`src/rtl/core_pkg.sv`:
```
`default_nettype none

package core_pkg;

    localparam int xlen       = 32;
    localparam int reg_addr_w = 5;
    localparam int num_regs   = 32;

    // op classes in the decoder control word numbering
    localparam logic [3:0] cls_alu  = 4'd0;
    localparam logic [3:0] cls_excp = 4'd3;
    localparam logic [3:0] cls_mem  = 4'd5;

    // alu subtypes
    localparam logic [4:0] alu_add  = 5'd0;
    localparam logic [4:0] alu_sub  = 5'd1;
    localparam logic [4:0] alu_slt  = 5'd2;
    localparam logic [4:0] alu_sltu = 5'd3;
    localparam logic [4:0] alu_and  = 5'd4;
    localparam logic [4:0] alu_or   = 5'd5;
    localparam logic [4:0] alu_xor  = 5'd6;
    localparam logic [4:0] alu_nor  = 5'd7;
    localparam logic [4:0] alu_sll  = 5'd8;
    localparam logic [4:0] alu_srl  = 5'd9;
    localparam logic [4:0] alu_sra  = 5'd10;
    // lui just passes source 2
    localparam logic [4:0] alu_lui  = 5'd11;

    // memory subtypes with loads below stores
    localparam logic [4:0] mem_ld_b = 5'd0;
    localparam logic [4:0] mem_ld_h = 5'd1;
    localparam logic [4:0] mem_ld_w = 5'd2;
    localparam logic [4:0] mem_st_b = 5'd3;
    localparam logic [4:0] mem_st_h = 5'd4;
    localparam logic [4:0] mem_st_w = 5'd5;

    // operand source selects
    localparam logic       src1_reg  = 1'b0;
    localparam logic       src1_pc   = 1'b1;
    localparam logic [1:0] src2_reg  = 2'd0;
    localparam logic [1:0] src2_imm  = 2'd1;
    localparam logic [1:0] src2_four = 2'd3;

    // address not aligned
    localparam logic [5:0] excp_ale = 6'b001001;

    typedef enum logic [1:0] {
        size_byte = 2'd0,
        size_half = 2'd1,
        size_word = 2'd2
    } size_t;

    typedef struct packed {
        logic       src1;
        logic [1:0] src2;
        logic [4:0] subtype;
        logic [3:0] pad;
        logic [3:0] cls;
    } alu_ctl_t;

    typedef struct packed {
        logic [6:0] pad;
        logic [4:0] subtype;
        logic [3:0] cls;
    } mem_ctl_t;

    // class sits in [3:0] in both views and picks the view
    typedef union packed {
        alu_ctl_t alu;
        mem_ctl_t mem;
    } ctl_u;

    typedef struct packed {
        logic                  valid;
        logic [xlen-1:0]       pc;
        ctl_u                  ctl;
        logic [reg_addr_w-1:0] rj;
        logic [reg_addr_w-1:0] rk;
        logic [reg_addr_w-1:0] rd;
        logic [xlen-1:0]       imm;
    } issue_op_t;

    typedef struct packed {
        logic                  en;
        logic [reg_addr_w-1:0] addr;
        logic [xlen-1:0]       data;
    } wb_t;

    typedef struct packed {
        logic            valid;
        logic [xlen-1:0] addr;
        size_t           size;
        logic            store;
        logic [xlen-1:0] wdata;
    } mem_req_t;

    typedef struct packed {
        logic            valid;
        logic [xlen-1:0] pc;
        logic [5:0]      code;
    } excp_t;

endpackage

`default_nettype wire
```
`src/rtl/mem_align_check.sv`:
```
`timescale 1ns/10ps
`default_nettype none

module mem_align_check (
    input  core_pkg::ctl_u            op_ctl,
    input  logic [core_pkg::xlen-1:0] rj_val,
    input  logic [core_pkg::xlen-1:0] imm,
    input  logic [core_pkg::xlen-1:0] rd_val,
    output core_pkg::ctl_u            out_ctl,
    output core_pkg::mem_req_t        req,
    output logic [5:0]                excp_code
);
    import core_pkg::*;

    logic [xlen-1:0] addr;
    size_t           size;
    logic            store;
    logic            misaligned;

    assign addr = rj_val + imm;

    // size and direction straight from the subtype
    always_comb begin
        case (op_ctl.mem.subtype)
            mem_ld_b, mem_st_b: size = size_byte;
            mem_ld_h, mem_st_h: size = size_half;
            default:            size = size_word;
        endcase
        store = op_ctl.mem.subtype inside {mem_st_b, mem_st_h, mem_st_w};
        misaligned = (size == size_half && addr[0]) ||
                     (size == size_word && addr[1:0] != 2'b00);
    end

    // a bad access leaves exe0 as an exception op
    always_comb begin
        out_ctl   = op_ctl;
        req       = '0;
        excp_code = '0;
        if (op_ctl.mem.cls == cls_mem) begin
            if (misaligned) begin
                out_ctl.mem.cls = cls_excp;
                excp_code       = excp_ale;
            end else begin
                req.valid = 1'b1;
                req.addr  = addr;
                req.size  = size;
                req.store = store;
                req.wdata = store ? rd_val : '0;
            end
        end
    end

endmodule

`default_nettype wire

```
`config.mk`:
```
export PLATFORM = sky130hd
export DESIGN_NAME = mem_align_check
export DESIGN_NICKNAME = d
export VERILOG_FILES = /design/src/rtl/core_pkg.sv /design/src/rtl/mem_align_check.sv
export SDC_FILE = /design/constraint.sdc
export NUM_CORES = 1
export LEC_CHECK = 0
export BUFFER_PORTS_ARGS = -buffer_cell sky130_fd_sc_hd__buf_2
export CAP_MARGIN = 0
export CORE_MARGIN = 2
export CORE_UTILIZATION = 25
export DETAILED_ROUTE_END_ITERATION = 8
export SKIP_LAST_GASP = 1
export SYNTH_ARGS = -nofsm -noshare
export SYNTH_HDL_FRONTEND = slang
export SYNTH_SLANG_ARGS = --single-unit
```
`constraint.sdc`:
```
create_clock -name vclk -period 5.1
set_clock_uncertainty 0.1 [all_clocks]
set_input_delay 0.51 -clock vclk [all_inputs]
set_output_delay 0.51 -clock vclk [all_outputs]
set_load 0.01 [all_outputs]
```
==> report_table.html <==
<table>
<tr><th>Metric</th><th>Value</th></tr>
<tr><th colspan="2">Status</th></tr>
<tr><td>Run status</td><td>finished clean</td></tr>
<tr><th colspan="2">Timing</th></tr>
<tr><td>Unrepaired setup endpoints after global routing</td><td>false</td></tr>
<tr><td>Headroom to the max-slew limit</td><td>0.302</td></tr>
<tr><td>Part of the cycle the worst path needs</td><td>0.727</td></tr>
<tr><td>Total Neg Setup Slack</td><td>0 ps</td></tr>
<tr><td>Setup violation total in the final timing report</td><td>0</td></tr>
<tr><td>Highest clock frequency the design can meet</td><td>270 MHz</td></tr>
<tr><td>Tightest Pin Transition</td><td>1040 ps</td></tr>
<tr><td>Hold violation total from the final report</td><td>0</td></tr>
<tr><td>Slew Viols, Final</td><td>0</td></tr>
<tr><td>Final worst path period need</td><td>3710 ps</td></tr>
<tr><td>Final worst slack</td><td>1390 ps</td></tr>
<tr><th colspan="2">Cells and area</th></tr>
<tr><td>Number of inserted filler cells in the final layout</td><td>1,123</td></tr>
<tr><td>Proportion of layout cells with a drive suffix above 1</td><td>0.348</td></tr>
<tr><td>Footprint of the flip-flops and latches</td><td>0 um^2</td></tr>
<tr><td>Most frequent cells in the layout</td><td>184 x buf_2, 39 x a21oi_1, 35 x and2_1</td></tr>
<tr><td>Clock buf count</td><td>0</td></tr>
<tr><td>Syn-to-layout area delta</td><td>35.9%</td></tr>
<tr><td>Core Util, Final</td><td>0.350</td></tr>
<tr><td>Commonest non-fill, non-tap cell in the layout</td><td>buf_2</td></tr>
<tr><td>Combined area of the multi-input logic cells</td><td>2280 um^2</td></tr>
<tr><td>Net count of the finished layout</td><td>692</td></tr>
<tr><td>Ant. Diodes</td><td>0</td></tr>
<tr><td>Sequential cell count</td><td>0</td></tr>
<tr><th colspan="2">Logic synthesis</th></tr>
<tr><td>Netlist Area Pre-Place</td><td>2520 um^2</td></tr>
<tr><td>Share of the synthesized area in the top cell type</td><td>0.154</td></tr>
<tr><td>Library cell occupying the most area in the post-synthesis netlist</td><td>ha_1</td></tr>
<tr><td>Synth Instances</td><td>391</td></tr>
<tr><td>Total of warnings raised by yosys</td><td>0</td></tr>
<tr><td>Unique cell type count in the Yosys netlist</td><td>52</td></tr>
<tr><td>Register area share after synthesis</td><td>0</td></tr>
<tr><td>Post-synthesis average cell area</td><td>6.44 um^2</td></tr>
<tr><td>Synth area leaders</td><td>ha_1 15%, and2_1 8.7%, a21oi_1 7.7%</td></tr>
<tr><th colspan="2">Route</th></tr>
<tr><td>Antenna viol nets, final</td><td>0</td></tr>
<tr><td>WL/cell</td><td>14.4 um</td></tr>
<tr><td>Routed Wire Length</td><td>9780 um</td></tr>
<tr><td>Detailed-routing iteration count for the pre-antenna-repair pass</td><td>6</td></tr>
<tr><td>Via-to-Cell Ratio</td><td>5.04</td></tr>
<tr><td>Via count</td><td>3,425</td></tr>
<tr><td>Iteration-0 DRC count of the detailed router</td><td>239</td></tr>
<tr><td>Residual DRC</td><td>0</td></tr>
<tr><th colspan="2">Floorplanning</th></tr>
<tr><td>Core region area</td><td>9770 um^2</td></tr>
<tr><td>Die outline area</td><td>10,900 um^2</td></tr>
<tr><td>Die extent in y</td><td>104 um</td></tr>
<tr><td>Horizontal extent of the die</td><td>104 um</td></tr>
<tr><td>Placement Rows</td><td>36</td></tr>
<tr><td>Initial Util</td><td>0.258</td></tr>
<tr><td>Top-level I/O count</td><td>202</td></tr>
<tr><th colspan="2">Global routing</th></tr>
<tr><td>Gr usage total</td><td>0.165</td></tr>
<tr><td>First-pass GRT wire length</td><td>15,600 um</td></tr>
<tr><td>Met1 Track Usage GR</td><td>0.233</td></tr>
<tr><td>Maximum number of pins on one net before global-route repair</td><td>34</td></tr>
<tr><td>Met2 usage in global routing</td><td>0.289</td></tr>
<tr><td>GRT overflow</td><td>0</td></tr>
<tr><td>Initial antenna violation count</td><td>0</td></tr>
<tr><td>GRT Max-Usage Layer</td><td>met2</td></tr>
<tr><td>Number of global-route vias before repair</td><td>3,220</td></tr>
<tr><td>Met3 usage in global routing</td><td>0.0107</td></tr>
<tr><th colspan="2">Flow run</th></tr>
<tr><td>Maximum Capacitance Violations</td><td>0</td></tr>
<tr><th colspan="2">Clock network</th></tr>
<tr><td>Buffer count from post-CTS setup fixing</td><td>0</td></tr>
<tr><td>Cts hold-fix bufs</td><td>0</td></tr>
<tr><td>Post-CTS sizing</td><td>0</td></tr>
<tr><th colspan="2">Placed design</th></tr>
<tr><td>Routability congestion estimate</td><td>0.849</td></tr>
<tr><td>Total half-perimeter wirelength after legalization and detailed placement</td><td>8470 um</td></tr>
<tr><td>Pre-CTS setup slack</td><td>1410 ps</td></tr>
<tr><td>Port bufs</td><td>184</td></tr>
<tr><th colspan="2">Setup path</th></tr>
<tr><td>Worst Path Max Fanout</td><td>33</td></tr>
<tr><td>WP data arrival</td><td>3100 ps</td></tr>
<tr><td>Type of destination of the critical path</td><td>output pin</td></tr>
<tr><td>CP Data Required Time</td><td>4490 ps</td></tr>
<tr><td>Startpoint Class</td><td>input pin</td></tr>
<tr><td>Classification of the worst setup path</td><td>input pin to output pin</td></tr>
<tr><th colspan="2">Power</th></tr>
<tr><td>VDD IR-drop max</td><td>0.0000388 V</td></tr>
<tr><td>Pwr per Cell Area</td><td>89.4 nW/um^2</td></tr>
<tr><td>Leakage power total</td><td>0.00178 uW</td></tr>
<tr><th colspan="2">Min path</th></tr>
<tr><td>Min-delay src</td><td>op_ctl[11]</td></tr>
<tr><td>Min-Delay Path Depth</td><td>0</td></tr>
<tr><td>Hold Crit Class</td><td>input pin to output pin</td></tr>
<tr><td>Worst Hold Endpoint</td><td>out_ctl[11]</td></tr>
</table>
-- routing by layer --
metal,up-vias,part of all wire
met5,-,0
met1,1549,0.48
met4,0,0.0038
li1,1741,-
met2,129,0.46
met3,6,0.056
-- critical path: stages --
cell and delay (ps):
buf_2 80, ha_1 190, inv_1 60, fa_1 490, nor2b_1 160, a21oi_2 80
or2_1 270, nor4_4 860, and2_1 250, buf_2 140
-- power breakdown --
part	switching [uW]	internal (uW)
clock network	0	0
logic	177	129
registers	0	0
total	177	129
-- metrics by stage --
| step | hold slack, ps | power (uW) | area (um^2) | std cells |
|---|---|---|---|---|
| floorplan | 971 | 215 | 2530 | 394 |
| global placement | 920 | 299 | 3420 | 679 |
| detailed placement | 920 | 302 | 3420 | 679 |
| CTS | 920 | 304 | 3420 | 679 |
| global route | 920 | 342 | 3420 | 679 |
| finish | 920 | 306 | 3420 | 679 |
-- kinds of logic (layout without fill, tap and decap cells) --
logic type / count (synthesis) / count (layout) / share of synthesized area
AND/OR/NAND/NOR: 169 / 169 / 0.358
adder cells (fa/ha/maj): 32 / 32 / 0.162
XOR/XNOR: 14 / 14 / 0.0487
AO/OA/AOI/OAI: 128 / 128 / 0.324
buffers and inverters: 45 / 197 / 0.0978
other: 1 / 4 / 0.00149
multiplexers: 2 / 2 / 0.00794
-- cell usage after synthesis (4+ instances only) --
master / n
a211oi_1: 11
a21o_1: 8
a21oi_1: 39
a31oi_1: 6
and2_1: 35
and3_1: 5
buf_2: 11
buf_4: 17
clkbuf_1: 5
ha_1: 31
inv_1: 11
nand2_1: 33
nand3_1: 11
nand4_1: 8
nor2_1: 26
nor2b_1: 5
nor3_1: 22
nor4_1: 4
o211ai_1: 10
o21a_1: 15
o21ai_0: 11
o21ai_1: 12
or3_1: 5
xnor2_1: 8
xor2_1: 6
-- worst max path at each step --
stage | from | to | slack (ps) | cells past startpoint
2_1_floorplan | rj_val[0] | req[23] | 2050 | 10
3_3_place_gp | rj_val[0] | req[24] | 1530 | 10
3_5_place_dp | rj_val[0] | req[18] | 1410 | 10
4_1_cts | rj_val[0] | req[18] | 1410 | 10
5_1_grt | rj_val[0] | req[20] | 1150 | 10
6_report | rj_val[0] | req[18] | 1390 | 10
-- final cells by class --
class / count / share of cell area
Multi-Input combinational cell: 349 / 0.667
Timing Repair Buffer: 185 / 0.271
Tap cell: 133 / 0.0486
Inverter: 12 / 0.0132
(Power assumes the default switching activity.)
