--- config.mk ---
export PLATFORM = sky130hd
export DESIGN_NAME = operand_forward
export DESIGN_NICKNAME = d
export VERILOG_FILES = /design/src/rtl/core_pkg.sv /design/src/rtl/operand_forward.sv
export SDC_FILE = /design/constraint.sdc
export NUM_CORES = 1
export LEC_CHECK = 0
export ABC_AREA = 1
export ABC_CLOCK_PERIOD_IN_PS = 5100
export BUFFER_PORTS_ARGS = -buffer_cell sky130_fd_sc_hd__buf_2
export CAP_MARGIN = 10
export CORE_MARGIN = 8
export CORE_UTILIZATION = 35
export DETAILED_ROUTE_END_ITERATION = 10
export PLACE_DENSITY = 0.65
export SETUP_SLACK_MARGIN = 0.4
export SYNTH_ARGS = -nofsm -noshare
export SYNTH_HDL_FRONTEND = slang
export SYNTH_SLANG_ARGS = --single-unit
--- constraint.sdc ---
create_clock -name vclk -period 5.1
set_clock_uncertainty 0.2 [all_clocks]
set_input_delay 0.765 -clock vclk [all_inputs]
set_output_delay 0.765 -clock vclk [all_outputs]
set_load 0.05 [all_outputs]
--- src/rtl/core_pkg.sv ---
`default_nettype none

package core_pkg;

    localparam int xlen       = 32;
    localparam int reg_addr_w = 5;
    localparam int num_regs   = 32;

    // op classes in the decoder control word numbering
    localparam logic [3:0] cls_alu  = 4'd0;
    localparam logic [3:0] cls_excp = 4'd3;
    localparam logic [3:0] cls_mem  = 4'd5;

    // alu subtypes
    localparam logic [4:0] alu_add  = 5'd0;
    localparam logic [4:0] alu_sub  = 5'd1;
    localparam logic [4:0] alu_slt  = 5'd2;
    localparam logic [4:0] alu_sltu = 5'd3;
    localparam logic [4:0] alu_and  = 5'd4;
    localparam logic [4:0] alu_or   = 5'd5;
    localparam logic [4:0] alu_xor  = 5'd6;
    localparam logic [4:0] alu_nor  = 5'd7;
    localparam logic [4:0] alu_sll  = 5'd8;
    localparam logic [4:0] alu_srl  = 5'd9;
    localparam logic [4:0] alu_sra  = 5'd10;
    // lui just passes source 2
    localparam logic [4:0] alu_lui  = 5'd11;

    // memory subtypes with loads below stores
    localparam logic [4:0] mem_ld_b = 5'd0;
    localparam logic [4:0] mem_ld_h = 5'd1;
    localparam logic [4:0] mem_ld_w = 5'd2;
    localparam logic [4:0] mem_st_b = 5'd3;
    localparam logic [4:0] mem_st_h = 5'd4;
    localparam logic [4:0] mem_st_w = 5'd5;

    // operand source selects
    localparam logic       src1_reg  = 1'b0;
    localparam logic       src1_pc   = 1'b1;
    localparam logic [1:0] src2_reg  = 2'd0;
    localparam logic [1:0] src2_imm  = 2'd1;
    localparam logic [1:0] src2_four = 2'd3;

    // address not aligned
    localparam logic [5:0] excp_ale = 6'b001001;

    typedef enum logic [1:0] {
        size_byte = 2'd0,
        size_half = 2'd1,
        size_word = 2'd2
    } size_t;

    typedef struct packed {
        logic       src1;
        logic [1:0] src2;
        logic [4:0] subtype;
        logic [3:0] pad;
        logic [3:0] cls;
    } alu_ctl_t;

    typedef struct packed {
        logic [6:0] pad;
        logic [4:0] subtype;
        logic [3:0] cls;
    } mem_ctl_t;

    // class sits in [3:0] in both views and picks the view
    typedef union packed {
        alu_ctl_t alu;
        mem_ctl_t mem;
    } ctl_u;

    typedef struct packed {
        logic                  valid;
        logic [xlen-1:0]       pc;
        ctl_u                  ctl;
        logic [reg_addr_w-1:0] rj;
        logic [reg_addr_w-1:0] rk;
        logic [reg_addr_w-1:0] rd;
        logic [xlen-1:0]       imm;
    } issue_op_t;

    typedef struct packed {
        logic                  en;
        logic [reg_addr_w-1:0] addr;
        logic [xlen-1:0]       data;
    } wb_t;

    typedef struct packed {
        logic            valid;
        logic [xlen-1:0] addr;
        size_t           size;
        logic            store;
        logic [xlen-1:0] wdata;
    } mem_req_t;

    typedef struct packed {
        logic            valid;
        logic [xlen-1:0] pc;
        logic [5:0]      code;
    } excp_t;

endpackage

`default_nettype wire
--- src/rtl/operand_forward.sv ---
`timescale 1ns/10ps
`default_nettype none

module operand_forward (
    input  logic [core_pkg::reg_addr_w-1:0] src_rj,
    input  logic [core_pkg::reg_addr_w-1:0] src_rk,
    input  logic [core_pkg::reg_addr_w-1:0] src_rd,
    input  logic [core_pkg::xlen-1:0]       reg_rj,
    input  logic [core_pkg::xlen-1:0]       reg_rk,
    input  logic [core_pkg::xlen-1:0]       reg_rd,
    input  core_pkg::wb_t                   exe1_0,
    input  core_pkg::wb_t                   exe1_1,
    input  core_pkg::wb_t                   wb_0,
    input  core_pkg::wb_t                   wb_1,
    output logic [core_pkg::xlen-1:0]       fwd_rj,
    output logic [core_pkg::xlen-1:0]       fwd_rk,
    output logic [core_pkg::xlen-1:0]       fwd_rd
);
    import core_pkg::*;

    // newest producer first and lane 1 before lane 0 within a stage
    function automatic logic [xlen-1:0] newest(
        input logic [reg_addr_w-1:0] src,
        input logic [xlen-1:0]       reg_val
    );
        logic [xlen-1:0] val;
        val = reg_val;
        if (src != '0) begin
            if (exe1_1.en && exe1_1.addr == src) begin
                val = exe1_1.data;
            end else if (exe1_0.en && exe1_0.addr == src) begin
                val = exe1_0.data;
            end else if (wb_1.en && wb_1.addr == src) begin
                val = wb_1.data;
            end else if (wb_0.en && wb_0.addr == src) begin
                val = wb_0.data;
            end
        end
        return val;
    endfunction

    // older results already came through the register file bypass
    always_comb begin
        fwd_rj = newest(src_rj, reg_rj);
        fwd_rk = newest(src_rk, reg_rk);
        fwd_rd = newest(src_rd, reg_rd);
    end

endmodule

`default_nettype wire

==> impl_results.html, run 1 <==
<table>
<tr><th>Metric</th><th>Value</th></tr>
<tr><th colspan="2">Synthesis</th></tr>
<tr><td>Post-Synthesis Mean Instance Area</td><td>4.506 um2</td></tr>
<tr><td>Main area contributors after synthesis</td><td>sky130_fd_sc_hd__nand2_1 29%, sky130_fd_sc_hd__nand3_1 21%, sky130_fd_sc_hd__nor2_1 11%, sky130_fd_sc_hd__nand4_1 8.6%, sky130_fd_sc_hd__a21oi_1 7.8%</td></tr>
<tr><td>Netlist area before placement</td><td>~7000 um2</td></tr>
<tr><td>Post-synth cell types</td><td>27</td></tr>
<tr><td>Most frequent cells after synthesis</td><td>534 x sky130_fd_sc_hd__nand2_1, 295 x sky130_fd_sc_hd__nand3_1, 209 x sky130_fd_sc_hd__nor2_1</td></tr>
<tr><td>Area share of the leading cell type in the synthesized netlist</td><td>28.52%</td></tr>
<tr><td>Post-synth net total</td><td>between 1500 and 2000</td></tr>
<tr><td>Most common cell in the netlist</td><td>sky130_fd_sc_hd__nand2_1</td></tr>
<tr><td>Post-synthesis sequential area ratio</td><td>0%</td></tr>
<tr><td>Library cell with the largest summed area after synthesis</td><td>sky130_fd_sc_hd__nand2_1</td></tr>
<tr><td>Post-synthesis cell count</td><td>roughly 1600</td></tr>
<tr><td>Count of synthesis-stage warnings from yosys</td><td>0</td></tr>
<tr><th colspan="2">Outcome</th></tr>
<tr><td>Status</td><td>finished clean</td></tr>
<tr><th colspan="2">Place</th></tr>
<tr><td>Routability cong.</td><td>0.9997</td></tr>
<tr><td>Number of I/O port buffers</td><td>359</td></tr>
<tr><td>Pre-CTS setup slack</td><td>1.133 ns</td></tr>
<tr><td>Detailed-placement wirelength estimate</td><td>33480 um</td></tr>
<tr><th colspan="2">Worst setup path</th></tr>
<tr><td>Setup CP Type</td><td>in -&gt; out</td></tr>
<tr><td>Worst Setup Start Kind</td><td>primary input</td></tr>
<tr><td>Critical path required time</td><td>4.14 ns</td></tr>
<tr><td>Arrival time worst endpoint</td><td>3.08 ns</td></tr>
<tr><td>Element type at the critical path end</td><td>output pin</td></tr>
<tr><td>Largest fanout on the critical path</td><td>32</td></tr>
<tr><th colspan="2">Global routing</th></tr>
<tr><td>Antenna violations before repair</td><td>4</td></tr>
<tr><td>Vias in the first global route</td><td>roughly 11000</td></tr>
<tr><td>Combined global-route utilization of all metal layers</td><td>34.46%</td></tr>
<tr><td>Global-route wire length before repair</td><td>67460 um</td></tr>
<tr><td>Overflow after GRT</td><td>0</td></tr>
<tr><td>Largest net degree at the start of global routing</td><td>65</td></tr>
<tr><th colspan="2">Layout</th></tr>
<tr><td>Count of flip-flops and latches</td><td>0</td></tr>
<tr><td>Growth of design area from synthesis to finish</td><td>27.14%</td></tr>
<tr><td>Nets</td><td>2096</td></tr>
<tr><td>Fraction of layout instances using a drive strength above 1</td><td>between 20% and 30%</td></tr>
<tr><td>Sequential cell area</td><td>0 um2</td></tr>
<tr><td>Layout fillers</td><td>2365</td></tr>
<tr><td>Layout clock buffer count</td><td>0</td></tr>
<tr><th colspan="2">Floorplan</th></tr>
<tr><td>Die height</td><td>around 160 um</td></tr>
<tr><td>Chip Width</td><td>between 150 and 200 um</td></tr>
<tr><td>I/O Pins</td><td>about 360</td></tr>
<tr><td>Area inside the core boundary</td><td>19970 um2</td></tr>
<tr><td>Site Rows</td><td>52</td></tr>
<tr><td>Full die area</td><td>24870 um2</td></tr>
<tr><td>Initial cell density of the core</td><td>35.19%</td></tr>
<tr><th colspan="2">Detailed routing</th></tr>
<tr><td>Detailed-routing wirelength on met1</td><td>17430 um</td></tr>
<tr><td>Met3 routed wirelength</td><td>slightly above 6000 um</td></tr>
<tr><td>DRT antenna net count</td><td>0</td></tr>
<tr><td>Mean number of vias per cell</td><td>~5.9</td></tr>
<tr><td>Number of DRC violations after detailed-routing iteration 0</td><td>1614</td></tr>
<tr><td>Total Wirelength</td><td>45720 um</td></tr>
<tr><td>Routed length per placed instance</td><td>21.74 um</td></tr>
<tr><td>Amount of wire on met2 after detailed routing</td><td>20070 um</td></tr>
<tr><td>Uppermost routed layer</td><td>met5</td></tr>
<tr><td>DRC Markers</td><td>0</td></tr>
<tr><td>Routed via count</td><td>12350</td></tr>
<tr><td>Iteration count of the initial detailed-routing pass</td><td>8</td></tr>
<tr><th colspan="2">Pwr</th></tr>
<tr><td>Largest vdd supply drop</td><td>82.65 uV</td></tr>
<tr><td>Cell area power density</td><td>126.0 nW/um2</td></tr>
<tr><td>Leakage dissipation</td><td>5.269 nW</td></tr>
<tr><th colspan="2">STA</th></tr>
<tr><td>Shortest clock period the worst path allows after layout</td><td>4.045 ns</td></tr>
<tr><td>Slew headroom</td><td>35.01%</td></tr>
<tr><td>Pins over their slew limit</td><td>0</td></tr>
<tr><td>Hold violation count in the final report</td><td>0</td></tr>
<tr><td>Worst slew pin tran</td><td>around 0.97 ns</td></tr>
<tr><td>Highest attainable clock frequency</td><td>247.2 MHz</td></tr>
<tr><td>Final clock period utilization by the worst path</td><td>79.30%</td></tr>
<tr><td>Total of endpoints with negative setup slack in the final report</td><td>0</td></tr>
<tr><td>Final setup slack of the worst path</td><td>1.055 ns</td></tr>
<tr><td>Final sum of negative setup slack</td><td>0 ns</td></tr>
<tr><td>Unrepaired setup endpoints after global routing</td><td>false</td></tr>
<tr><th colspan="2">CTS</th></tr>
<tr><td>Hold_buf cts</td><td>0</td></tr>
<tr><td>Post-CTS Repair Setup Buffers</td><td>0</td></tr>
<tr><td>Total of cells resized after clock tree synthesis</td><td>0</td></tr>
<tr><th colspan="2">Flow run</th></tr>
<tr><td>Maximum Capacitance Violations</td><td>0</td></tr>
<tr><th colspan="2">Worst hold path</th></tr>
<tr><td>Classification of the worst-slack hold path</td><td>in -&gt; out</td></tr>
</table>
-- path summary, 6_finish.rpt --
kind | startpoint | to | cells after the start | slack (ns)
setup / recovery | src_rk[4] | fwd_rk[10] | 11 | 1.06
hold / removal | reg_rj[2] | fwd_rj[2] | 4 | 1.73
-- cell type report --
class | count | area (um2) | area share, %
Antenna cell | 2 | 5.005 | 0.05600
Timing Repair Buffer | 389 | 2059 | 23.04
Tap cell | 270 | 337.8 | 3.780
Multi-Input combinational cell | 1307 | 6028 | 67.45
Inverter | 135 | 506.7 | 5.670
-- critical path: stages --
cell and delay [ns]:
sky130_fd_sc_hd__buf_2 0.15, sky130_fd_sc_hd__inv_2 0.14, sky130_fd_sc_hd__o21ai_0 0.14, sky130_fd_sc_hd__a21oi_4 0.16, sky130_fd_sc_hd__nand3_2 0.70, sky130_fd_sc_hd__nand3_1 0.35, sky130_fd_sc_hd__nand3_1 0.16, sky130_fd_sc_hd__nand2_1 0.09
sky130_fd_sc_hd__nand2_1 0.09, sky130_fd_sc_hd__nand2_1 0.07, sky130_fd_sc_hd__buf_2 0.26
-- metal layers --
layer  GRT usage (%)  vias up
met3           6.743      162
met4           14.10        4
met1           44.76     5454
li1                -     5654
met5               0        -
met2           54.64     1071
-- report_power, final --
group	leakage [nW]	switching (mW)	total [mW]	internal (mW)
combinational	5.27	0.847	1.13	0.279
sequential	0	0	0	0
clock	0.0000127	0	0.0000000527	0.0000000527
-- per-stage QoR --
stage | hold WS, ns | util, % | total power [mW] | instances | area, um2
global placement | 1.733 | 44.72 | 1.104 | 2101 | 8932
floorplan | 1.608 | - | 0.6967 | 1560 | 7029
global route | 1.751 | 44.74 | 1.185 | 2103 | 8937
detailed placement | 1.735 | 44.72 | 1.101 | 2101 | 8932
finish | 1.734 | 44.74 | 1.126 | 2103 | 8937
CTS | 1.735 | 44.72 | 1.103 | 2101 | 8932
-- placed cells by master, fill, tap and decap left out --
cell,instances
sky130_fd_sc_hd__nand2_1,534
sky130_fd_sc_hd__buf_2,359
sky130_fd_sc_hd__nand3_1,294
sky130_fd_sc_hd__nor2_1,208
sky130_fd_sc_hd__inv_1,122
sky130_fd_sc_hd__a21oi_1,109
sky130_fd_sc_hd__nand4_1,97
sky130_fd_sc_hd__buf_4,27
sky130_fd_sc_hd__inv_2,13
sky130_fd_sc_hd__o22ai_1,12
sky130_fd_sc_hd__nor2_4,10
sky130_fd_sc_hd__xnor2_1,6
sky130_fd_sc_hd__o21ai_0,6
sky130_fd_sc_hd__nand3_2,6
sky130_fd_sc_hd__nor3_4,6
sky130_fd_sc_hd__o2111ai_1,5
sky130_fd_sc_hd__a21oi_4,4
sky130_fd_sc_hd__nand2_2,3
sky130_fd_sc_hd__xor2_1,3
sky130_fd_sc_hd__buf_12,3
sky130_fd_sc_hd__diode_2,2
sky130_fd_sc_hd__o21ai_1,2
sky130_fd_sc_hd__nand4_2,1
sky130_fd_sc_hd__o221ai_2,1
-- logic make-up after synthesis --
| kind of cell | count (synthesis) | synth area share, % |
|---|---|---|
| xor+xnor | 9 | 1.121 |
| buf+inv | 253 | 15.45 |
| compound gates | 139 | 10.73 |
| simple gates | 1159 | 72.69 |
(Power assumes the default switching activity.)
==> inputs of run 2 (changes only) <==
Settings changed: ABC_CLOCK_PERIOD_IN_PS 5100 to 3900.
Clock period 5.1 ns to 3.9 ns, I/O delays scaled along.
==> run 2 against run 1 <==
Global-route usage rose by 0.092 points. Sequential share of layout area did not move. Final cell count rose by 0.43%. Die area did not move. Flip-flop and latch count did not move. Critical endpoint is now fwd_rj[17]. Design area rose by 1.8%. Wire length fell by 0.43%. Core utilization rose by 0.83 points. Combinational power rose by 31%. Non-clock buffer count rose by 7.
==> impl_results.html, run 2 (synthesis gave the netlist of run 1 again) <==
<table>
<tr><th>Metric</th><th>Value</th></tr>
<tr><th colspan="2">Outcome</th></tr>
<tr><td>Status</td><td>finished clean</td></tr>
<tr><th colspan="2">Pwr</th></tr>
<tr><td>P_sw</td><td>1.108 mW (+31%)</td></tr>
<tr><td>Proportion of total power due to net switching</td><td>74.75% (-0.51 points)</td></tr>
<tr><td>Leakage dissipation</td><td>5.344 nW (+1.4%)</td></tr>
<tr><td>Power Internal</td><td>0.3742 mW (+34%)</td></tr>
<tr><td>Cell area power density</td><td>162.8 nW/um2 (+29%)</td></tr>
<tr><td>Largest vdd supply drop</td><td>68.17 uV (-18%)</td></tr>
<tr><td>Share of total power in sequential cells</td><td>0% (unchanged)</td></tr>
<tr><td>Part of the total power dissipated in combinational logic</td><td>100.0% (about the same)</td></tr>
<tr><td>Clk network pwr share</td><td>0% (unchanged)</td></tr>
<tr><th colspan="2">Floorplan</th></tr>
<tr><td>Full die area</td><td>24870 um2 (unchanged)</td></tr>
<tr><td>Chip Width</td><td>157.7 um (unchanged)</td></tr>
<tr><td>Die height</td><td>157.7 um (unchanged)</td></tr>
<tr><td>Area inside the core boundary</td><td>19970 um2 (unchanged)</td></tr>
<tr><td>Initial cell density of the core</td><td>35.19% (unchanged)</td></tr>
<tr><td>I/O Pins</td><td>359 (unchanged)</td></tr>
<tr><td>Site Rows</td><td>52 (unchanged)</td></tr>
<tr><th colspan="2">CTS</th></tr>
<tr><td>Total of cells resized after clock tree synthesis</td><td>1 (+1)</td></tr>
<tr><td>Post-CTS Repair Setup Buffers</td><td>0 (unchanged)</td></tr>
<tr><td>Hold_buf cts</td><td>0 (unchanged)</td></tr>
<tr><th colspan="2">Place</th></tr>
<tr><td>Detailed-placement wirelength estimate</td><td>33630 um (+0.45%)</td></tr>
<tr><td>Pre-CTS setup slack</td><td>0.3765 ns (-0.7562 ns)</td></tr>
<tr><td>Number of I/O port buffers</td><td>359 (unchanged)</td></tr>
<tr><td>Routability cong.</td><td>1.032 (+3.2%)</td></tr>
<tr><td>Number of placed instances, taps included</td><td>2108 (+0.33%)</td></tr>
<tr><th colspan="2">Layout</th></tr>
<tr><td>Layout fillers</td><td>2342 (-0.97%)</td></tr>
<tr><td>Count of flip-flops and latches</td><td>0 (unchanged)</td></tr>
<tr><td>Final instance count without filler cells</td><td>2112 (+0.43%)</td></tr>
<tr><td>Growth of design area from synthesis to finish</td><td>29.49%</td></tr>
<tr><td>Sequential cell area</td><td>0 um2 (unchanged)</td></tr>
<tr><td>Nets</td><td>2103 (+0.33%)</td></tr>
<tr><td>Most common library cell in the layout ignoring fill and taps</td><td>sky130_fd_sc_hd__nand2_1</td></tr>
<tr><td>Commonest cells after routing, fill and taps aside</td><td>534 x sky130_fd_sc_hd__nand2_1, 359 x sky130_fd_sc_hd__buf_2, 294 x sky130_fd_sc_hd__nand3_1</td></tr>
<tr><td>Layout clock buffer count</td><td>0 (unchanged)</td></tr>
<tr><td>Fraction of layout instances using a drive strength above 1</td><td>23.94% (+0.29 points)</td></tr>
<tr><th colspan="2">Global routing</th></tr>
<tr><td>M2 GR Usage</td><td>54.39% (-0.25 points)</td></tr>
<tr><td>Global routing met1 resource utilization</td><td>43.86% (-0.90 points)</td></tr>
<tr><td>GRT Max-Usage Layer</td><td>met2</td></tr>
<tr><td>Largest net degree at the start of global routing</td><td>65 (unchanged)</td></tr>
<tr><td>Vias in the first global route</td><td>11610 (+1.5%)</td></tr>
<tr><td>Antenna violations before repair</td><td>4 (unchanged)</td></tr>
<tr><td>Combined global-route utilization of all metal layers</td><td>34.55% (+0.092 points)</td></tr>
<tr><td>Overflow after GRT</td><td>0 (unchanged)</td></tr>
<tr><td>Met3 Resource Use GR</td><td>6.852% (+0.11 points)</td></tr>
<tr><td>Global-route wire length before repair</td><td>67570 um (+0.16%)</td></tr>
<tr><th colspan="2">Worst setup path</th></tr>
<tr><td>Setup CP Type</td><td>in -&gt; out</td></tr>
<tr><td>Slowest-stage cell, CP</td><td>sky130_fd_sc_hd__buf_4</td></tr>
<tr><td>Arrival time worst endpoint</td><td>2.58 ns (-0.50 ns)</td></tr>
<tr><td>Worst Setup Start Kind</td><td>primary input</td></tr>
<tr><td>Element type at the critical path end</td><td>output pin</td></tr>
<tr><td>Slowest Stage Delay on Critical Path</td><td>0.41 ns (-0.29 ns)</td></tr>
<tr><td>Critical path required time</td><td>3.12 ns (-1.02 ns)</td></tr>
<tr><td>Critical path, cell by cell</td><td>buf_2 -&gt; inv_1 -&gt; nand2_1 -&gt; nand3_1 -&gt; nor2_4 -&gt; buf_4 -&gt; nand3_1 -&gt; nand3_1 -&gt; nand3_1 -&gt; nand2_1 -&gt; nand2_1 -&gt; nand2_1 -&gt; buf_2</td></tr>
<tr><td>Critical Path Source</td><td>src_rj[1]</td></tr>
<tr><td>Largest fanout on the critical path</td><td>32 (unchanged)</td></tr>
<tr><th colspan="2">Detailed routing</th></tr>
<tr><td>DRT antenna net count</td><td>0 (unchanged)</td></tr>
<tr><td>DRC Markers</td><td>0 (unchanged)</td></tr>
<tr><td>Routed length per placed instance</td><td>21.55 um (-0.86%)</td></tr>
<tr><td>Iteration count of the initial detailed-routing pass</td><td>6 (-2)</td></tr>
<tr><td>Mean number of vias per cell</td><td>5.844 (-0.44%)</td></tr>
<tr><td>Number of DRC violations after detailed-routing iteration 0</td><td>1470 (-8.9%)</td></tr>
<tr><td>Total Wirelength</td><td>45520 um (-0.43%)</td></tr>
<tr><td>Routed via count</td><td>12340 (-0.016%)</td></tr>
<tr><th colspan="2">STA</th></tr>
<tr><td>Final sum of negative setup slack</td><td>0 ns (unchanged)</td></tr>
<tr><td>Shortest clock period the worst path allows after layout</td><td>3.360 ns</td></tr>
<tr><td>Hold violation count in the final report</td><td>0 (unchanged)</td></tr>
<tr><td>Hold slack</td><td>1.376 ns (-0.3584 ns)</td></tr>
<tr><td>Pins over their slew limit</td><td>0 (unchanged)</td></tr>
<tr><td>Slew headroom</td><td>66.28% (+31 points)</td></tr>
<tr><td>Total of endpoints with negative setup slack in the final report</td><td>0 (unchanged)</td></tr>
<tr><td>Highest attainable clock frequency</td><td>a little under 300 MHz</td></tr>
<tr><td>Worst slew pin tran</td><td>0.5051 ns (-0.4675 ns)</td></tr>
<tr><td>Final clock period utilization by the worst path</td><td>86.16%</td></tr>
<tr><td>Final setup slack of the worst path</td><td>0.5396 ns (-0.5159 ns)</td></tr>
<tr><td>Unrepaired setup endpoints after global routing</td><td>false</td></tr>
<tr><th colspan="2">Worst hold path</th></tr>
<tr><td>Cell depth of the worst hold path</td><td>4 (unchanged)</td></tr>
<tr><td>Classification of the worst-slack hold path</td><td>in -&gt; out</td></tr>
<tr><td>Hold path startpoint</td><td>reg_rd[27]</td></tr>
<tr><th colspan="2">Flow run</th></tr>
<tr><td>Maximum Capacitance Violations</td><td>0 (unchanged)</td></tr>
</table>
[run 2: cell types whose count changed in the layout (fill, tap and decap cells not counted), sizes merged]
cell and change:
buf +7, diode +2
[run 2: metrics by stage]
step           util, %  area [um2]  total power, mW
4_1_cts          45.52        9092            1.451
5_1_grt          45.56        9100            1.562
2_1_floorplan        -        7029           0.9110
3_3_place_gp     45.48        9085            1.455
6_report         45.57        9102            1.482
3_5_place_dp     45.48        9085            1.447
[run 2: area by class of cell]
| cell class | instances | area, um2 | area share [%] |
|---|---|---|---|
| antenna | 4 | 10.01 | 0.1100 |
| inverter | 135 | 506.7 | 5.567 |
| multi-input combinational | 1307 | 6036 | 66.31 |
| tap | 270 | 337.8 | 3.711 |
| timing repair buffer | 396 | 2212 | 24.30 |
[run 2: metal layers]
metal,routed length [um],share of wire [%],vias up
li1,-,-,5671
met1,17100,38,5491
met2,19950,44,998
met3,5987,13,181
met4,2465,5.4,2
met5,13,0.029,-
[run 2: final timing paths]
check | end | slack [ns]
max | fwd_rj[17] | 0.54
min | fwd_rd[27] | 1.38
[run 2: power by group through the flow]
| stage | clock network [mW] | logic [mW] | registers [mW] |
|---|---|---|---|
| after global placement | 0 | 1.45 | 0 |
| after global routing | 0.000000103 | 1.56 | 0 |
| after CTS | 0 | 1.45 | 0 |
| after detailed placement | 0 | 1.45 | 0 |
| final | 0.000000137 | 1.48 | 0 |
| after floorplan | 0 | 0.911 | 0 |
[run 2: worst max-delay path: cells and delay by family]
kind	cells	cell delay [ns]
simple gates	9	1.00
buf+inv	4	0.97
==> inputs of run 3 (changes only) <==
Settings changed: REMOVE_ABC_BUFFERS set to 1, SLEW_MARGIN set to 40.
==> run 3 against run 2 <==
Via count shrank 1.8%. Setup slack gained 0.028 ns. Final cell count is essentially flat. First-iteration DRC count shrank 6.9%. Critical path depth shrank 1. Sequential share of layout area is the same. Wire length shrank 11%. Die area is the same. Global-route usage shrank 4.2 points. Critical endpoint is now fwd_rk[24]. Largest cell class unchanged.
==> impl_results.html, run 3 (synthesis gave the netlist of run 1 again) <==
<table>
<tr><th>Metric</th><th>Value</th></tr>
<tr><th colspan="2">Outcome</th></tr>
<tr><td>Status</td><td>finished clean</td></tr>
<tr><th colspan="2">CTS</th></tr>
<tr><td>Post-CTS Repair Setup Buffers</td><td>0 (unchanged)</td></tr>
<tr><td>Hold_buf cts</td><td>0 (unchanged)</td></tr>
<tr><td>Total of cells resized after clock tree synthesis</td><td>0 (-1)</td></tr>
<tr><th colspan="2">Pwr</th></tr>
<tr><td>Share of total power in sequential cells</td><td>0% (unchanged)</td></tr>
<tr><td>Leakage dissipation</td><td>5.363 nW (+0.36%)</td></tr>
<tr><td>Part of the total power dissipated in combinational logic</td><td>100.0% (about the same)</td></tr>
<tr><td>P_sw</td><td>1.060 mW (-4.3%)</td></tr>
<tr><td>Proportion of total power due to net switching</td><td>73.26% (-1.5 points)</td></tr>
<tr><td>Power Internal</td><td>0.3868 mW (+3.4%)</td></tr>
<tr><td>Overall power</td><td>1.446 mW (-2.4%)</td></tr>
<tr><td>Clk network pwr share</td><td>0% (unchanged)</td></tr>
<tr><td>Largest vdd supply drop</td><td>88.93 uV (+30%)</td></tr>
<tr><td>Cell area power density</td><td>158.0 nW/um2 (-2.9%)</td></tr>
<tr><th colspan="2">Global routing</th></tr>
<tr><td>Overflow after GRT</td><td>0 (unchanged)</td></tr>
<tr><td>Vias in the first global route</td><td>11710 (+0.88%)</td></tr>
<tr><td>Combined global-route utilization of all metal layers</td><td>30.39% (-4.2 points)</td></tr>
<tr><td>Global-route wire length before repair</td><td>61750 um (-8.6%)</td></tr>
<tr><td>Antenna violations before repair</td><td>1 (-3)</td></tr>
<tr><td>Largest net degree at the start of global routing</td><td>65 (unchanged)</td></tr>
<tr><th colspan="2">STA</th></tr>
<tr><td>Slew headroom</td><td>62.94% (-3.3 points)</td></tr>
<tr><td>Highest attainable clock frequency</td><td>300.1 MHz (+0.84%)</td></tr>
<tr><td>Shortest clock period the worst path allows after layout</td><td>3.332 ns (-0.02810 ns)</td></tr>
<tr><td>Final setup slack of the worst path</td><td>0.5677 ns (+0.02810 ns)</td></tr>
<tr><td>Total of endpoints with negative setup slack in the final report</td><td>0 (unchanged)</td></tr>
<tr><td>Worst slew pin tran</td><td>0.5545 ns (+0.04946 ns)</td></tr>
<tr><td>Pins over their slew limit</td><td>0 (unchanged)</td></tr>
<tr><td>Unrepaired setup endpoints after global routing</td><td>false</td></tr>
<tr><td>Hold violation count in the final report</td><td>0 (unchanged)</td></tr>
<tr><td>Final clock period utilization by the worst path</td><td>85.44% (-0.72 points)</td></tr>
<tr><th colspan="2">Worst setup path</th></tr>
<tr><td>Slowest-stage cell, CP</td><td>sky130_fd_sc_hd__nand3_2</td></tr>
<tr><td>Slowest Stage Delay on Critical Path</td><td>0.39 ns (-0.02 ns)</td></tr>
<tr><td>Critical Path Source</td><td>src_rk[2]</td></tr>
<tr><td>Critical path, cell by cell</td><td>buf_2 -&gt; inv_2 -&gt; nor2_1 -&gt; nor3_4 -&gt; nand3_2 -&gt; buf_12 -&gt; nand3_1 -&gt; nand3_1 -&gt; nand2_1 -&gt; nand2_1 -&gt; nand2_1 -&gt; buf_2</td></tr>
<tr><td>CP Capture Point</td><td>fwd_rk[24]</td></tr>
<tr><td>Critical path required time</td><td>3.12 ns (about the same)</td></tr>
<tr><td>Element type at the critical path end</td><td>output pin</td></tr>
<tr><td>Largest fanout on the critical path</td><td>17 (-47%)</td></tr>
<tr><td>Setup CP Type</td><td>in -&gt; out</td></tr>
<tr><td>Cell seen most often among critical-path stages</td><td>sky130_fd_sc_hd__nand2_1</td></tr>
<tr><td>Arrival time worst endpoint</td><td>2.55 ns (-0.03 ns)</td></tr>
<tr><td>Worst Setup Start Kind</td><td>primary input</td></tr>
<tr><th colspan="2">Layout</th></tr>
<tr><td>Area taken by multi-input logic gates</td><td>6033 um2 (about the same)</td></tr>
<tr><td>Layout clock buffer count</td><td>0 (unchanged)</td></tr>
<tr><td>Nets</td><td>2104 (+0.048%)</td></tr>
<tr><td>Commonest cells after routing, fill and taps aside</td><td>534 x sky130_fd_sc_hd__nand2_1, 356 x sky130_fd_sc_hd__buf_2, 293 x sky130_fd_sc_hd__nand3_1</td></tr>
<tr><td>Growth of design area from synthesis to finish</td><td>30.21%</td></tr>
<tr><td>Sequential cell area</td><td>0 um2 (unchanged)</td></tr>
<tr><td>Fraction of layout instances using a drive strength above 1</td><td>24.03% (+0.096 points)</td></tr>
<tr><td>Count of flip-flops and latches</td><td>0 (unchanged)</td></tr>
<tr><td>Layout fillers</td><td>2317 (-1.1%)</td></tr>
<tr><td>Most common library cell in the layout ignoring fill and taps</td><td>sky130_fd_sc_hd__nand2_1</td></tr>
<tr><th colspan="2">Detailed routing</th></tr>
<tr><td>DRT antenna net count</td><td>0 (unchanged)</td></tr>
<tr><td>Routed length per placed instance</td><td>19.17 um (-11%)</td></tr>
<tr><td>Iteration count of the initial detailed-routing pass</td><td>6 (unchanged)</td></tr>
<tr><td>Mean number of vias per cell</td><td>5.734 (-1.9%)</td></tr>
<tr><td>Total Wirelength</td><td>40510 um (-11%)</td></tr>
<tr><td>Routed via count</td><td>12120 (-1.8%)</td></tr>
<tr><td>DRC Markers</td><td>0 (unchanged)</td></tr>
<tr><td>Number of DRC violations after detailed-routing iteration 0</td><td>1368 (-6.9%)</td></tr>
<tr><th colspan="2">Flow run</th></tr>
<tr><td>Maximum Capacitance Violations</td><td>0 (unchanged)</td></tr>
<tr><th colspan="2">Place</th></tr>
<tr><td>Detailed-placement wirelength estimate</td><td>29750 um (-12%)</td></tr>
<tr><td>Number of I/O port buffers</td><td>359 (unchanged)</td></tr>
<tr><td>Routability cong.</td><td>0.9603 (-7.0%)</td></tr>
<tr><td>Pre-CTS setup slack</td><td>0.6220 ns (+0.2455 ns)</td></tr>
<tr><th colspan="2">Worst hold path</th></tr>
<tr><td>Classification of the worst-slack hold path</td><td>in -&gt; out</td></tr>
<tr><th colspan="2">Floorplan</th></tr>
<tr><td>Die height</td><td>157.7 um (unchanged)</td></tr>
<tr><td>Area inside the core boundary</td><td>19970 um2 (unchanged)</td></tr>
<tr><td>Initial cell density of the core</td><td>35.19% (unchanged)</td></tr>
<tr><td>Chip Width</td><td>157.7 um (unchanged)</td></tr>
<tr><td>Full die area</td><td>24870 um2 (unchanged)</td></tr>
<tr><td>I/O Pins</td><td>359 (unchanged)</td></tr>
<tr><td>Site Rows</td><td>52 (unchanged)</td></tr>
</table>
## run 3: power groups by stage
| stage | combinational, mW | clock [mW] | sequential [mW] |
|---|---|---|---|
| after CTS | 1.43 | 0 | 0 |
| final | 1.45 | 0.000000137 | 0 |
| after floorplan | 0.874 | 0 | 0 |
| after global placement | 1.42 | 0 | 0 |
| after detailed placement | 1.42 | 0 | 0 |
| after global routing | 1.54 | 0.0000000343 | 0 |
## run 3: cell type report
type | count | share of cell area [%]
antenna | 4 | 0.1094
timing repair buffer | 397 | 24.74
multi-input combinational | 1307 | 65.92
tap | 270 | 3.691
inverter | 135 | 5.537
## run 3: worst min path at each step
stage / from / end / slack, ns / cells past startpoint
global placement: reg_rd[6] / fwd_rd[6] / 1.35 / 4
finish: reg_rd[6] / fwd_rd[6] / 1.36 / 4
floorplan: reg_rd[5] / fwd_rd[5] / 1.25 / 2
global route: reg_rj[31] / fwd_rj[31] / 1.40 / 4
CTS: reg_rd[6] / fwd_rd[6] / 1.36 / 4
detailed placement: reg_rd[6] / fwd_rd[6] / 1.36 / 4
## run 3: stage by stage
step / std cells / area (um2) / TNS [ns] / util [%] / hold WS [ns]
2_1_floorplan: 1442 / 6450 / -1.447 / - / 1.248
3_3_place_gp: 2109 / 9143 / 0 / 45.77 / 1.355
3_5_place_dp: 2109 / 9143 / 0 / 45.77 / 1.359
4_1_cts: 2109 / 9143 / 0 / 45.77 / 1.359
5_1_grt: 2110 / 9145 / 0 / 45.78 / 1.397
6_report: 2113 / 9153 / 0 / 45.82 / 1.355
## run 3: worst max-delay path, delay by kind of cell
family        cells  cell delay [ns]
simple gates      8             1.07
buf+inv           4             0.86
## run 3: per-layer routing
layer / part of all wire, % / vias up / wire length, um / GRT usage (%)
li1: - / 5674 / - / -
met1: 37 / 5261 / 15040 / 37.87
met2: 45 / 975 / 18160 / 49.10
met3: 13 / 206 / 5221 / 5.515
met4: 5.2 / 0 / 2093 / 15.68
met5: 0 / - / 0 / 0
